### config.mk
export PLATFORM = sky130hd
export DESIGN_NAME = gb2_glue_top
export DESIGN_NICKNAME = d
export VERILOG_FILES = /design/src/rtl/gb2_cfg_pkg.sv /design/src/rtl/gb2_io_pkg.sv /design/src/rtl/download_decoder.sv /design/src/rtl/backup_sequencer.sv /design/src/rtl/audio_select.sv /design/src/rtl/gb2_glue_top.sv
export SDC_FILE = /design/constraint.sdc
export NUM_CORES = 1
export LEC_CHECK = 0
export ABC_AREA = 1
export BUFFER_PORTS_ARGS = -buffer_cell sky130_fd_sc_hd__clkbuf_2
export CAP_MARGIN = 20
export CORE_ASPECT_RATIO = 1.25
export CORE_MARGIN = 8
export CORE_UTILIZATION = 30
export DETAILED_ROUTE_END_ITERATION = 10
export PLACE_DENSITY = 0.49
export SLEW_MARGIN = 10
export SYNTH_ARGS = -nofsm -noshare
export SYNTH_HDL_FRONTEND = slang
export SYNTH_SLANG_ARGS = --single-unit
### constraint.sdc
create_clock -name clk_sys -period 3.2 [get_ports clk_sys]
set_clock_uncertainty 0.05 [all_clocks]
set_input_delay 0.16 -clock clk_sys [delete_from_list [all_inputs] [get_ports clk_sys]]
set_output_delay 0.16 -clock clk_sys [all_outputs]
set_load 0.05 [all_outputs]
### src/rtl/gb2_cfg_pkg.sv
`default_nettype none
// Configuration package for the two-console glue logic
// User options, download kinds, bootrom checksums and save block limits

package gb2_cfg_pkg;

	//////////////////////////////////////////////////
	// User options
	//////////////////////////////////////////////////

	typedef enum logic [1:0] {
		SYS_AUTO,
		SYS_DMG,
		SYS_CGB,
		SYS_DUCK
	} sys_sel_t;

	typedef enum logic [1:0] {
		AUD_GB1,
		AUD_GB2,
		AUD_MIX,
		AUD_SPLIT
	} audio_sel_t;

	typedef struct packed {
		sys_sel_t   sys_sel;
		audio_sel_t audio_sel;
		logic       rom_to_gb2;
		logic       dupe_save;
		logic       autosave;
		logic       load_req;
		logic       save_req;
		logic       reset_req;
		logic       fast_boot;
		logic       gba_mode;
	} options_t;

	//////////////////////////////////////////////////
	// Loader file kinds
	//////////////////////////////////////////////////

	typedef logic [7:0] dl_index_t;

	localparam dl_index_t DL_PALETTE   = 8'd3;
	localparam dl_index_t DL_CGB_BOOT  = 8'd4;
	localparam dl_index_t DL_DMG_BOOT  = 8'd5;
	localparam dl_index_t DL_SGB_BOOT  = 8'd6;
	localparam dl_index_t DL_CART_ALT  = 8'h80;
	localparam dl_index_t DL_DUCK_CART = 8'h81;

	// Colour bootrom identification
	typedef logic [17:0] checksum_t;

	localparam checksum_t CKS_HOMEBREW_CGB = 18'h2CE10;
	localparam checksum_t CKS_ORIGINAL_CGB = 18'h2F3EA;

	// Four 24-bit colours in the top bits, low word unused
	typedef logic [127:0] palette_t;

	localparam palette_t PALETTE_RESET = 128'h828214517356305A5F1A3B4900000000;

	// Save file block limits, 512 byte blocks
	typedef logic [8:0] block_t;

	localparam block_t BK_LAST_BLOCK      = 9'h1FF;
	localparam block_t BK_LAST_BLOCK_DUPE = 9'h0FF;

endpackage

`default_nettype wire

### src/rtl/gb2_io_pkg.sv
`default_nettype none
// I/O package for the two-console glue logic
// Loader and SD block ports, audio samples and joypad types

package gb2_io_pkg;
	import gb2_cfg_pkg::*;

	//////////////////////////////////////////////////
	// Loader and SD block ports
	//////////////////////////////////////////////////

	typedef struct packed {
		logic        download;
		logic        wr;
		logic [24:0] addr;
		logic [15:0] data;
		dl_index_t   index;
	} loader_t;

	typedef struct packed {
		logic [31:0] lba;
		logic        rd;
		logic        wr;
	} sd_req_t;

	typedef struct packed {
		logic        ack;
		logic [7:0]  buff_addr;
		logic [15:0] buff_data;
		logic        buff_wr;
		logic        img_mounted;
		logic        img_readonly;
		logic        img_nonempty;
	} sd_rsp_t;

	// Backup RAM write port toward the consoles
	typedef struct packed {
		logic [16:0] addr;
		logic [15:0] data;
		logic        wr_gb1;
		logic        wr_gb2;
	} bk_port_t;

	//////////////////////////////////////////////////
	// Audio and joypads
	//////////////////////////////////////////////////

	typedef logic signed [15:0] sample_t;

	// Bits 3:0 R L U D, bits 7:4 A B Select Start
	typedef logic [15:0] joy_word_t;
	typedef logic [1:0]  p54_t;
	typedef logic [3:0]  nibble_t;

endpackage

`default_nettype wire

### src/rtl/download_decoder.sv
`timescale 1ns/1ns
`default_nettype none
// Download decoder
// Classifies downloads, checks the colour bootrom and latches the system mode

module download_decoder import gb2_cfg_pkg::*, gb2_io_pkg::*; (
	input  logic       clk_sys,
	input  logic       reset,
	input  loader_t    loader,
	input  options_t   opts,
	input  logic       core_reset,
	input  logic [1:0] cart_gbc_flags,
	output logic       cart_download,
	output logic       boot_download,
	output logic       is_gbc,
	output logic       megaduck,
	output logic       fast_boot_en,
	output logic       boot_gba_en,
	output logic       real_cgb_boot,
	output palette_t   palette
);
	logic      duck_download;
	logic      palette_download;
	logic      cgb_boot_download;
	logic      dmg_boot_download;
	logic      sgb_boot_download;
	logic      boot_download_q;
	logic      custom_cgb_boot;
	logic      custom_dmg_boot;
	logic      fast_boot_avail;
	logic      gba_avail;
	checksum_t checksum;

	// Any slot with low bits 1 is a cartridge, plus the alternate slot
	assign cart_download = loader.download &&
		((loader.index[5:0] == 6'h01) || (loader.index == DL_CART_ALT));
	assign duck_download     = loader.download && (loader.index == DL_DUCK_CART);
	assign palette_download  = loader.download && (loader.index == DL_PALETTE);
	assign cgb_boot_download = loader.download && (loader.index == DL_CGB_BOOT);
	assign dmg_boot_download = loader.download && (loader.index == DL_DMG_BOOT);
	assign sgb_boot_download = loader.download && (loader.index == DL_SGB_BOOT);
	assign boot_download = cgb_boot_download | dmg_boot_download | sgb_boot_download;

	//////////////////////////////////////////////////
	// Bootrom features
	//////////////////////////////////////////////////

	// Fast boot only with homebrew colour bootroms or the built-in DMG one
	assign fast_boot_avail = !((is_gbc && custom_cgb_boot && (checksum != CKS_HOMEBREW_CGB)) ||
		(!is_gbc && custom_dmg_boot));
	assign gba_avail = !custom_cgb_boot || real_cgb_boot || (checksum == CKS_HOMEBREW_CGB);
	assign real_cgb_boot = (checksum == CKS_ORIGINAL_CGB);

	assign fast_boot_en = fast_boot_avail && opts.fast_boot;
	assign boot_gba_en  = gba_avail && opts.gba_mode;

	always_ff @(posedge clk_sys) begin
		if (reset) begin
			boot_download_q <= 1'b0;
			custom_cgb_boot <= 1'b0;
			custom_dmg_boot <= 1'b0;
			checksum        <= '0;
			palette         <= PALETTE_RESET;
		end else begin
			boot_download_q <= boot_download;
			if (cgb_boot_download)
				custom_cgb_boot <= 1'b1;
			if (dmg_boot_download)
				custom_dmg_boot <= 1'b1;

			// Byte sum over the whole colour bootrom
			if (cgb_boot_download && !boot_download_q)
				checksum <= '0;
			else if (cgb_boot_download && loader.wr)
				checksum <= checksum + checksum_t'(loader.data[15:8]) +
					checksum_t'(loader.data[7:0]);

			// Palette file arrives big end first, low byte of each word leads
			if (palette_download && loader.wr)
				palette <= {palette[111:0], loader.data[7:0], loader.data[15:8]};
		end
	end

	//////////////////////////////////////////////////
	// System mode, held while the consoles are in reset
	//////////////////////////////////////////////////

	always_ff @(posedge clk_sys) begin
		if (reset) begin
			is_gbc   <= (opts.sys_sel == SYS_CGB);
			megaduck <= (opts.sys_sel == SYS_DUCK);
		end else if (core_reset) begin
			if (duck_download)
				megaduck <= (opts.sys_sel == SYS_AUTO) || (opts.sys_sel == SYS_DUCK);
			else if (cart_download)
				megaduck <= (opts.sys_sel == SYS_DUCK);

			if (opts.sys_sel != SYS_AUTO)
				is_gbc <= (opts.sys_sel == SYS_CGB);
			else if (cart_download) begin
				// Alternate slot asks the cartridges, else the file extension decides
				if (loader.index[5:0] == 6'h00)
					is_gbc <= |cart_gbc_flags;
				else
					is_gbc <= (loader.index[7:6] == 2'b00);
			end
		end
	end

endmodule

`default_nettype wire

### src/rtl/backup_sequencer.sv
`timescale 1ns/1ns
`default_nettype none
// Backup RAM sequencer
// Loads and saves the save file block by block over the SD block port

module backup_sequencer import gb2_cfg_pkg::*, gb2_io_pkg::*; (
	input  logic     clk_sys,
	input  logic     reset,
	input  options_t opts,
	input  logic     cart_download,
	input  logic     osd_open,
	input  logic     cram_wr,
	input  logic     has_save,
	input  sd_rsp_t  sd_rsp,
	output sd_req_t  sd_req,
	output bk_port_t bk,
	output logic     loading,
	output logic     busy,
	output logic     save_pending
);
	typedef enum logic {
		BK_IDLE,
		BK_XFER
	} bk_state_t;

	bk_state_t   state;
	logic [31:0] lba;
	logic        rd;
	logic        wr;
	logic        download_q;
	logic        load_q;
	logic        save_q;
	logic        ack_q;
	logic        bk_ena;
	logic        new_load;
	logic        save_ok;
	logic        load_trig;
	logic        save_trig;
	logic        download_end;
	logic        last_block;

	assign save_ok      = has_save && bk_ena;
	assign load_trig    = opts.load_req | new_load;
	assign save_trig    = opts.save_req | (save_pending & osd_open & opts.autosave);
	assign download_end = download_q && !cart_download;
	assign busy         = (state == BK_XFER);

	// Dupe mode only needs the first console's half of the file
	assign last_block = (lba[8:0] == BK_LAST_BLOCK) ||
		(opts.dupe_save && (lba[8:0] == BK_LAST_BLOCK_DUPE));

	assign sd_req = '{lba: lba, rd: rd, wr: wr};

	//////////////////////////////////////////////////
	// Block routing toward the consoles
	//////////////////////////////////////////////////

	// Word address inside one console's save RAM
	assign bk.addr   = {1'b0, lba[7:0], sd_rsp.buff_addr};
	assign bk.data   = sd_rsp.buff_data;
	assign bk.wr_gb1 = !lba[8] && !(opts.rom_to_gb2 && opts.dupe_save) &&
		sd_rsp.buff_wr && sd_rsp.ack;
	assign bk.wr_gb2 = (lba[8] || opts.dupe_save) && sd_rsp.buff_wr && sd_rsp.ack;

	//////////////////////////////////////////////////
	// Save file bookkeeping
	//////////////////////////////////////////////////

	always_ff @(posedge clk_sys) begin
		if (reset) begin
			download_q   <= 1'b0;
			load_q       <= 1'b0;
			save_q       <= 1'b0;
			ack_q        <= 1'b0;
			bk_ena       <= 1'b0;
			new_load     <= 1'b0;
			save_pending <= 1'b0;
		end else begin
			download_q <= cart_download;
			load_q     <= load_trig;
			save_q     <= save_trig;
			ack_q      <= sd_rsp.ack;

			// Host mounts the save image near the end of the download
			if (cart_download && sd_rsp.img_mounted && !sd_rsp.img_readonly)
				bk_ena <= 1'b1;
			else if (!download_q && cart_download)
				bk_ena <= 1'b0;

			if (download_end && save_ok)
				new_load <= 1'b1;
			else if (busy)
				new_load <= 1'b0;

			if (cram_wr && !osd_open && save_ok)
				save_pending <= 1'b1;
			else if (busy)
				save_pending <= 1'b0;
		end
	end

	//////////////////////////////////////////////////
	// Transfer FSM
	//////////////////////////////////////////////////

	always_ff @(posedge clk_sys) begin
		if (reset) begin
			state   <= BK_IDLE;
			lba     <= '0;
			rd      <= 1'b0;
			wr      <= 1'b0;
			loading <= 1'b0;
		end else begin
			// Request is dropped once the host takes it
			if (!ack_q && sd_rsp.ack) begin
				rd <= 1'b0;
				wr <= 1'b0;
			end

			case (state)
				BK_IDLE: begin
					if (download_end && sd_rsp.img_nonempty && bk_ena) begin
						state   <= BK_XFER;
						loading <= 1'b1;
						lba     <= '0;
						rd      <= 1'b1;
						wr      <= 1'b0;
					end else if (bk_ena &&
						((load_trig && !load_q) || (save_trig && !save_q))) begin
						state   <= BK_XFER;
						loading <= load_trig;
						lba     <= '0;
						rd      <= load_trig;
						wr      <= !load_trig;
					end
				end
				BK_XFER: begin
					// Next block once the host has finished this one
					if (ack_q && !sd_rsp.ack) begin
						if (last_block) begin
							state   <= BK_IDLE;
							loading <= 1'b0;
						end else begin
							lba <= lba + 32'd1;
							rd  <= loading;
							wr  <= !loading;
						end
					end
				end
				default: state <= BK_IDLE;
			endcase
		end
	end

endmodule

`default_nettype wire

### src/rtl/audio_select.sv
`timescale 1ns/1ns
`default_nettype none
// Audio select
// Routes or mixes the stereo output of the two consoles

module audio_select import gb2_cfg_pkg::*, gb2_io_pkg::*; (
	input  audio_sel_t sel,
	input  sample_t    gb1_l,
	input  sample_t    gb1_r,
	input  sample_t    gb2_l,
	input  sample_t    gb2_r,
	output sample_t    out_l,
	output sample_t    out_r
);

	// Halving first keeps any sum of two samples in range
	function automatic sample_t half(input sample_t s);
		return s >>> 1;
	endfunction

	always_comb begin
		case (sel)
			AUD_GB1: begin
				out_l = gb1_l;
				out_r = gb1_r;
			end
			AUD_GB2: begin
				out_l = gb2_l;
				out_r = gb2_r;
			end
			AUD_MIX: begin
				out_l = half(gb1_l) + half(gb2_l);
				out_r = half(gb1_r) + half(gb2_r);
			end
			default: begin
				// Console 1 mono on the left, console 2 mono on the right
				out_l = half(gb1_l) + half(gb1_r);
				out_r = half(gb2_l) + half(gb2_r);
			end
		endcase
	end

endmodule

`default_nettype wire

### src/rtl/gb2_glue_top.sv
`timescale 1ns/1ns
`default_nettype none
// Two-console glue top level
// Downloads, core reset, backup RAM, audio routing and joypad matrices

module gb2_glue_top import gb2_cfg_pkg::*, gb2_io_pkg::*; (
	input  logic       clk_sys,
	input  logic       reset,
	input  options_t   opts,
	input  loader_t    loader,
	input  logic       osd_open,
	input  sd_rsp_t    sd_rsp,
	output sd_req_t    sd_req,
	output bk_port_t   bk,
	input  logic [1:0] cart_gbc_flags,
	input  logic [1:0] cart_has_save,
	input  logic [1:0] cram_wr,
	input  joy_word_t  joy0,
	input  joy_word_t  joy1,
	input  p54_t       p54_gb1,
	input  p54_t       p54_gb2,
	output nibble_t    joy_gb1,
	output nibble_t    joy_gb2,
	input  sample_t    gb1_l,
	input  sample_t    gb1_r,
	input  sample_t    gb2_l,
	input  sample_t    gb2_r,
	output sample_t    audio_l,
	output sample_t    audio_r,
	output logic       core_reset,
	output logic       is_gbc,
	output logic       megaduck,
	output logic       fast_boot_en,
	output logic       boot_gba_en,
	output logic       real_cgb_boot,
	output palette_t   palette,
	output logic       save_pending
);
	logic cart_download;
	logic boot_download;
	logic loading;

	// Active low matrix, p54 high deselects a half
	function automatic nibble_t joy_matrix(input joy_word_t joy, input p54_t p54);
		nibble_t dir_half;
		nibble_t btn_half;
		// D U L R
		dir_half = ~{joy[3], joy[2], joy[1], joy[0]} | {4{p54[0]}};
		// Start Select B A
		btn_half = ~{joy[7], joy[6], joy[5], joy[4]} | {4{p54[1]}};
		return dir_half & btn_half;
	endfunction

	assign joy_gb1 = joy_matrix(joy0, p54_gb1);
	assign joy_gb2 = joy_matrix(joy1, p54_gb2);

	// Consoles stay in reset through downloads and backup loads
	assign core_reset = reset | opts.reset_req | cart_download | boot_download | loading;

	//////////////////////////////////////////////////
	// Blocks
	//////////////////////////////////////////////////

	download_decoder decoder_i (
		.clk_sys        (clk_sys),
		.reset          (reset),
		.loader         (loader),
		.opts           (opts),
		.core_reset     (core_reset),
		.cart_gbc_flags (cart_gbc_flags),
		.cart_download  (cart_download),
		.boot_download  (boot_download),
		.is_gbc         (is_gbc),
		.megaduck       (megaduck),
		.fast_boot_en   (fast_boot_en),
		.boot_gba_en    (boot_gba_en),
		.real_cgb_boot  (real_cgb_boot),
		.palette        (palette)
	);

	backup_sequencer backup_i (
		.clk_sys       (clk_sys),
		.reset         (reset),
		.opts          (opts),
		.cart_download (cart_download),
		.osd_open      (osd_open),
		.cram_wr       (|cram_wr),
		.has_save      (|cart_has_save),
		.sd_rsp        (sd_rsp),
		.sd_req        (sd_req),
		.bk            (bk),
		.loading       (loading),
		.busy          (),
		.save_pending  (save_pending)
	);

	audio_select audio_i (
		.sel   (opts.audio_sel),
		.gb1_l (gb1_l),
		.gb1_r (gb1_r),
		.gb2_l (gb2_l),
		.gb2_r (gb2_r),
		.out_l (audio_l),
		.out_r (audio_r)
	);

endmodule

`default_nettype wire

# [After elaboration in Yosys (flattened, before gate mapping)]
# Index checks and enable logic that the tools add are counted.
[word_totals] register_bits=194 wordCells=189 out_inout_bits=244
[op_classes] bitwise=21 mux=43 reduce_logical=79 n_addsub=7 eq_ne=20
[op_table] op="two-way mux 32 bit" n=4
[op_table] op="case mux 16 bit (3 select lines)" n=2
[op_table] op="adder 15 x 15 -> 16 bit" n=4
[op_table] op="case mux 32 bit (2 select lines)" n=1
[op_table] op="adder 18 x 8 -> 18 bit" n=2
[op_table] op="== test 18 bit (second input constant)" n=2
[op_table] op="logical AND 1 bit" n=36
[op_table] op="adder 32 x 1 -> 32 bit (second input constant)" n=1
[op_table] op="two-way mux 1 bit" n=32
[op_table] op="== test 8 x 3 -> 1 bit (second input constant)" n=3
[op_table] op="inequality test 18 bit (second input constant)" n=1
[op_table] op="== test 8 bit (second input constant)" n=2
[op_table] op="logical NOT 1 bit" n=16
[op_table] op="NOT 4 bit" n=4
[op_table] op="bitwise OR 4 bit" n=4
[op_table] op="nonzero test 2 bit" n=5
[op_table] op="== test 9 x 8 -> 1 bit (second input constant)" n=1
[op_table] op="== test 9 bit (second input constant)" n=1
[op_table] op="bitwise AND 4 bit" n=2
[op_table] op="== test 8 x 2 -> 1 bit (second input constant)" n=1
[op_table] op="logical OR 1 bit" n=8
[op_table] op="bitwise OR 1 bit" n=8
[op_table] op="case mux 1 bit (2 select lines)" n=4
[op_table] op="OR reduction 2 bit" n=4
[op_table] op="other kinds (12)" n=22

# [Logic depth before layout (Yosys ltp)]
[depth] word_depth=9 depth_mapped=20

# [By module]
# From an unflattened synthesis, not the netlist that was laid out.
[hier_totals] cells_unflattened=2016 area_unflattened_um2=12904.9
[modules_own_cells] module="download_decoder" area_per_inst_um2=6623.9 n_inst=1 cells_per_inst=836
[modules_own_cells] module="backup_sequencer" area_per_inst_um2=3215.6 n_inst=1 cells_per_inst=553
[modules_own_cells] module="audio_select" area_per_inst_um2=2901.5 n_inst=1 cells_per_inst=585
[modules_own_cells] module="gb2_glue_top" area_per_inst_um2=163.9 n_inst=1 cells_per_inst=42

# [Worst setup path before layout]
# No wires, ideal clock.
[synth_path] path_kind="input to output" startpoint="input opts[9] (netlist name)" endpoint="output audio_r[6]" arrival_time_ps=3008 required_ps=2990 path_stages=17 setup_slack_ps=-18 path_cell_list="buf_2 > inv_1 > or2_2 > clkbuf_1 > clkbuf_1 > nand2_1 > o21ai_0 > ha_1 > fa_1 > nand2_1 > nand2_1 > nand2_1 > nand2_1 > nand3_1 > nand2_1 > xnor2_1 > o211ai_1"
[synth_between] elab_chain_cells=2 word_cells_on_any_way=4 cone_classes="2 x eq/ne; 1 x mux; 1 x reduce/logical"
[synth_rtl] item="from (decl)" line_no="gb2_glue_top.sv:9" rtl="input options_t opts,"
[synth_rtl] item="== test 2 bit (tied with other cells)" line_no="audio_select.sv:22" rtl="case (sel)"
[synth_rtl] item="case mux 16 bit (3 select lines) *" line_no="audio_select.sv:22"
[synth_rtl] item="to (decl)" line_no="gb2_glue_top.sv:29" rtl="output sample_t audio_r,"
# Every way passes the cells marked *; elsewhere a longest branch is shown, timed or not.

# [Worst setup path in the final report]
[layout_path] startpoint="input opts[9] (netlist name)" endpoint="output audio_r[14]"
# Same word-level chain as after synthesis.

==> run_results.csv <==
group,metric,value,unit
sta,final.min_clock_period,2.999,ns
worst_setup_path,crit_path_max_fanout,30,
run,maxCapViolations,0,
min_path,hp-class,"in -> reg",
sta,tightest_slew,0.7023,ns
routing,drtIter0Drc,658,
clocking,post_cts_buffers,0,
routing,routedWlPerCell,16.46,um
floorplan,dieWidth,194.7,um
logic_synthesis,yosysMostFrequentCell,"nand2_1",
clocking,clk_latency,0.46,ns
global_route,antenna_found_initial,5,
routing,drtAntennaViolNets,0,
layout,drive_gt1_frac,0.2102,
global_route,grt_usage,0.1806,
worst_setup_path,cp.required,2.99,ns
worst_setup_path,worstSetupPathType,"in -> out",
layout,syn_to_final_growth,26.75,%
clocking,cts_buffers,17,
logic_synthesis,synth_top_area_cell,"dfxtp_1",
global_route,grt_max_degree,88,
pwr,p_leak,7.036,nW
global_route,overflow,0,
logic_synthesis,ys_seq_elements,194,
global_route,grt_pass1_wl,67550,um
worst_setup_path,arrival,2.79,ns
worst_setup_path,r2r_cells,12,
floorplan,fp.dieH,239.3,um
global_route,grt_pass1_vias,12270,
sta,setup_tns,0,ns
floorplan,num_rows,82,
sta,relSlewSlack,0.5318,
layout,nNetsFinal,2402,
layout,finish.utilization,0.3821,
floorplan,die-area,0.04658,mm2
sta,slew_viol_final,0,
logic_synthesis,netlist_area,0.01197,mm2
routing,drt_pass1_iterations,5,
routing,drc,0,
clocking,cts_root_buffer,"clkbuf_16",
logic_synthesis,synth_edf_count,2,
worst_setup_path,r2r-start,"decoder_i.checksum[1]$_SDFFE_PP0P_",
floorplan,io_pins,445,
sta,timing.final.crit_share,0.9371,
clocking,tritoncts,"built",
sta,fmax,333.5,MHz
logic_synthesis,seq_area_frac_synth,0.3262,
sta,setup_violations,0,
floorplan,core,0.03971,mm2
logic_synthesis,synthFlopType,"dfxtp_1",
worst_setup_path,critPathLaunchType,"primary input",
clocking,cts_sinks,194,
logic_synthesis,synthArstFlopShare,0,
logic_synthesis,synth_fp_nets,2100,
pwr,power_density,399.9,mW/mm2
logic_synthesis,ys_top_cells_by_area,"dfxtp_1 32%, nand2_1 14%, nor2_1 9.8%",
logic_synthesis,avgSynthCellArea,6.505,um2
placement,globalplace.congestion,0.9327,
floorplan,initial_core_util,0.3014,
sta,rsz0062_at_grt,"no",
logic_synthesis,syn_inst,1840,
logic_synthesis,synth_cell_types,48,
outcome,status,"complete, no violations",
worst_setup_path,reg2reg_to,"decoder_i.checksum[15]$_SDFFE_PP0P_",
worst_setup_path,endpoint,"audio_r[14]",
worst_setup_path,critPathCaptureType,"primary output",
pwr,ir_drop,0.3515,mV
placement,port_buffers,354,
clocking,clk_path_buf_depth,2,
routing,vias_per_cell,4.803,
clocking,cts.htree.levels,4,
sta,hold_viol_final,0,
placement,place_hpwl,34300,um
logic_synthesis,ys_warn_count,0,
clocking,clkTransAtPathRegs,0.07,ns
logic_synthesis,synth_commonest_cells,"431 x nand2_1, 312 x nor2_1, 192 x dfxtp_1",
routing,drt-total-wl,43820,um
logic_synthesis,synth_top_area_frac,0.3211,
worst_setup_path,reg2reg_slack,0.55,ns
worst_setup_path,cp-startpoint,"opts[9]",
routing,dr_total_vias,12790,
-- sequential cells by signal, indices dropped and copies added (netlist names) --
register	cells
backup_i.ack_q	1
backup_i.busy	1
backup_i.save_pending	1
decoder_i.checksum	18
backup_i.load_q	1
decoder_i.custom_dmg_boot	1
backup_i.new_load	1
backup_i.wr	1
backup_i.rd	1
backup_i.loading	1
backup_i.download_q	1
backup_i.save_q	1
decoder_i.megaduck	1
decoder_i.boot_download_q	1
decoder_i.custom_cgb_boot	1
backup_i.lba	32
backup_i.bk_ena	1
decoder_i.palette	128
decoder_i.is_gbc	1
-- cells in the final DEF (no fill, tap or decap), types with 24 or more instances in the layout --
cell / count
dfxtp_1: 192
o21ai_0: 145
nor2_1: 312
nand2_1: 430
nand3_1: 174
a21oi_1: 100
dlygate4sd3_1: 24
ha_1: 48
clkbuf_2: 325
inv_1: 152
buf_12: 33
-- where the power goes --
part	leakage, nW	switching [mW]	total [mW]	internal (mW)
registers	1.57	0.00482	2.43	2.42
logic	5.18	0.915	1.48	0.568
clock network	0.287	1.11	2.16	1.05
-- per-layer routing --
layer  routed length (um)  up-vias  global-route usage
met3                 3087       53             0.05383
met1                18260     5847              0.2078
met5                   27        -                   0
li1                     -     6537                   -
met2                21590      345              0.3184
met4                  850        4             0.05632
-- stage by stage --
step	cell area, um2	power, mW	cells	hold WS, ns	worst slack (ns)
after floorplan	11970	3.426	1840	0.1941	0.0004032
after global routing	15170	6.355	2662	0.03557	0.01825
after global placement	14330	3.943	2603	0.2703	0.2124
after CTS	15160	6.157	2659	0.001061	0.2263
final	15170	6.067	2662	0.02136	0.2012
after detailed placement	14330	3.945	2603	0.2703	0.2252
-- cell families (layout without fill, tap and decap cells) --
family,count (synthesis),after routing,synth area share
buf+inv,282,597,0.1100
other cells,1,4,0.0003133
xor+xnor,17,17,0.01244
fa+ha+maj,59,59,0.06858
mux,1,1,0.0008363
simple gates,982,982,0.3418
flops,194,194,0.3262
compound gates,304,304,0.1399
-- critical path, cell delays in order --
cell	delay, ns
clkbuf_2	0.09
inv_1	0.04
or2_2	0.33
buf_12	0.18
nand2_1	0.05
o21ai_0	0.08
ha_1	0.22
fa_1	0.42
nand2_1	0.10
nand2_1	0.05
nand2_1	0.05
nand2_1	0.12
nand3_1	0.10
nand2_1	0.10
nand3b_1	0.22
nand2_1	0.08
nand2_1	0.06
nand3_1	0.06
nand2_1	0.12
buf_12	0.14
-- how the worst min path moves through the flow --
| stage | to | cells after the start | startpoint | slack, ns |
|---|---|---|---|---|
| 2_1_floorplan | backup_i.download_q$_SDFF_PP0_ | 1 | reset | 0.19 |
| 5_1_grt | decoder_i.is_gbc$_DFFE_PP_ | 3 | cart_gbc_flags[1] | 0.04 |
| 3_3_place_gp | bk[14] | 0 | sd_rsp[16] | 0.27 |
| 3_5_place_dp | bk[14] | 0 | sd_rsp[16] | 0.27 |
| 4_1_cts | decoder_i.is_gbc$_DFFE_PP_ | 3 | cart_gbc_flags[1] | 0.001 |
| 6_report | decoder_i.palette[5]$_SDFFE_PP0P_ | 3 | loader[21] | 0.02 |
-- what timing repair did --
item,CTS,global route
resized for setup,0,2
endpoints found under the hold margin,19,0
endpoints found under the setup margin,0,1
hold buffers,24,0
-- area by class of cell --
type,count,area [um2]
fillers,4367,24530
multi-input cells,1364,6756
flip-flops and latches,194,3904
repair buffers,399,2655
well taps,504,630.6
inverters,166,628.1
clock buffers,17,425.4
clock inverters,15,163.9
diodes,3,7.507
No activity file was read; power rests on OpenSTA's default activity.
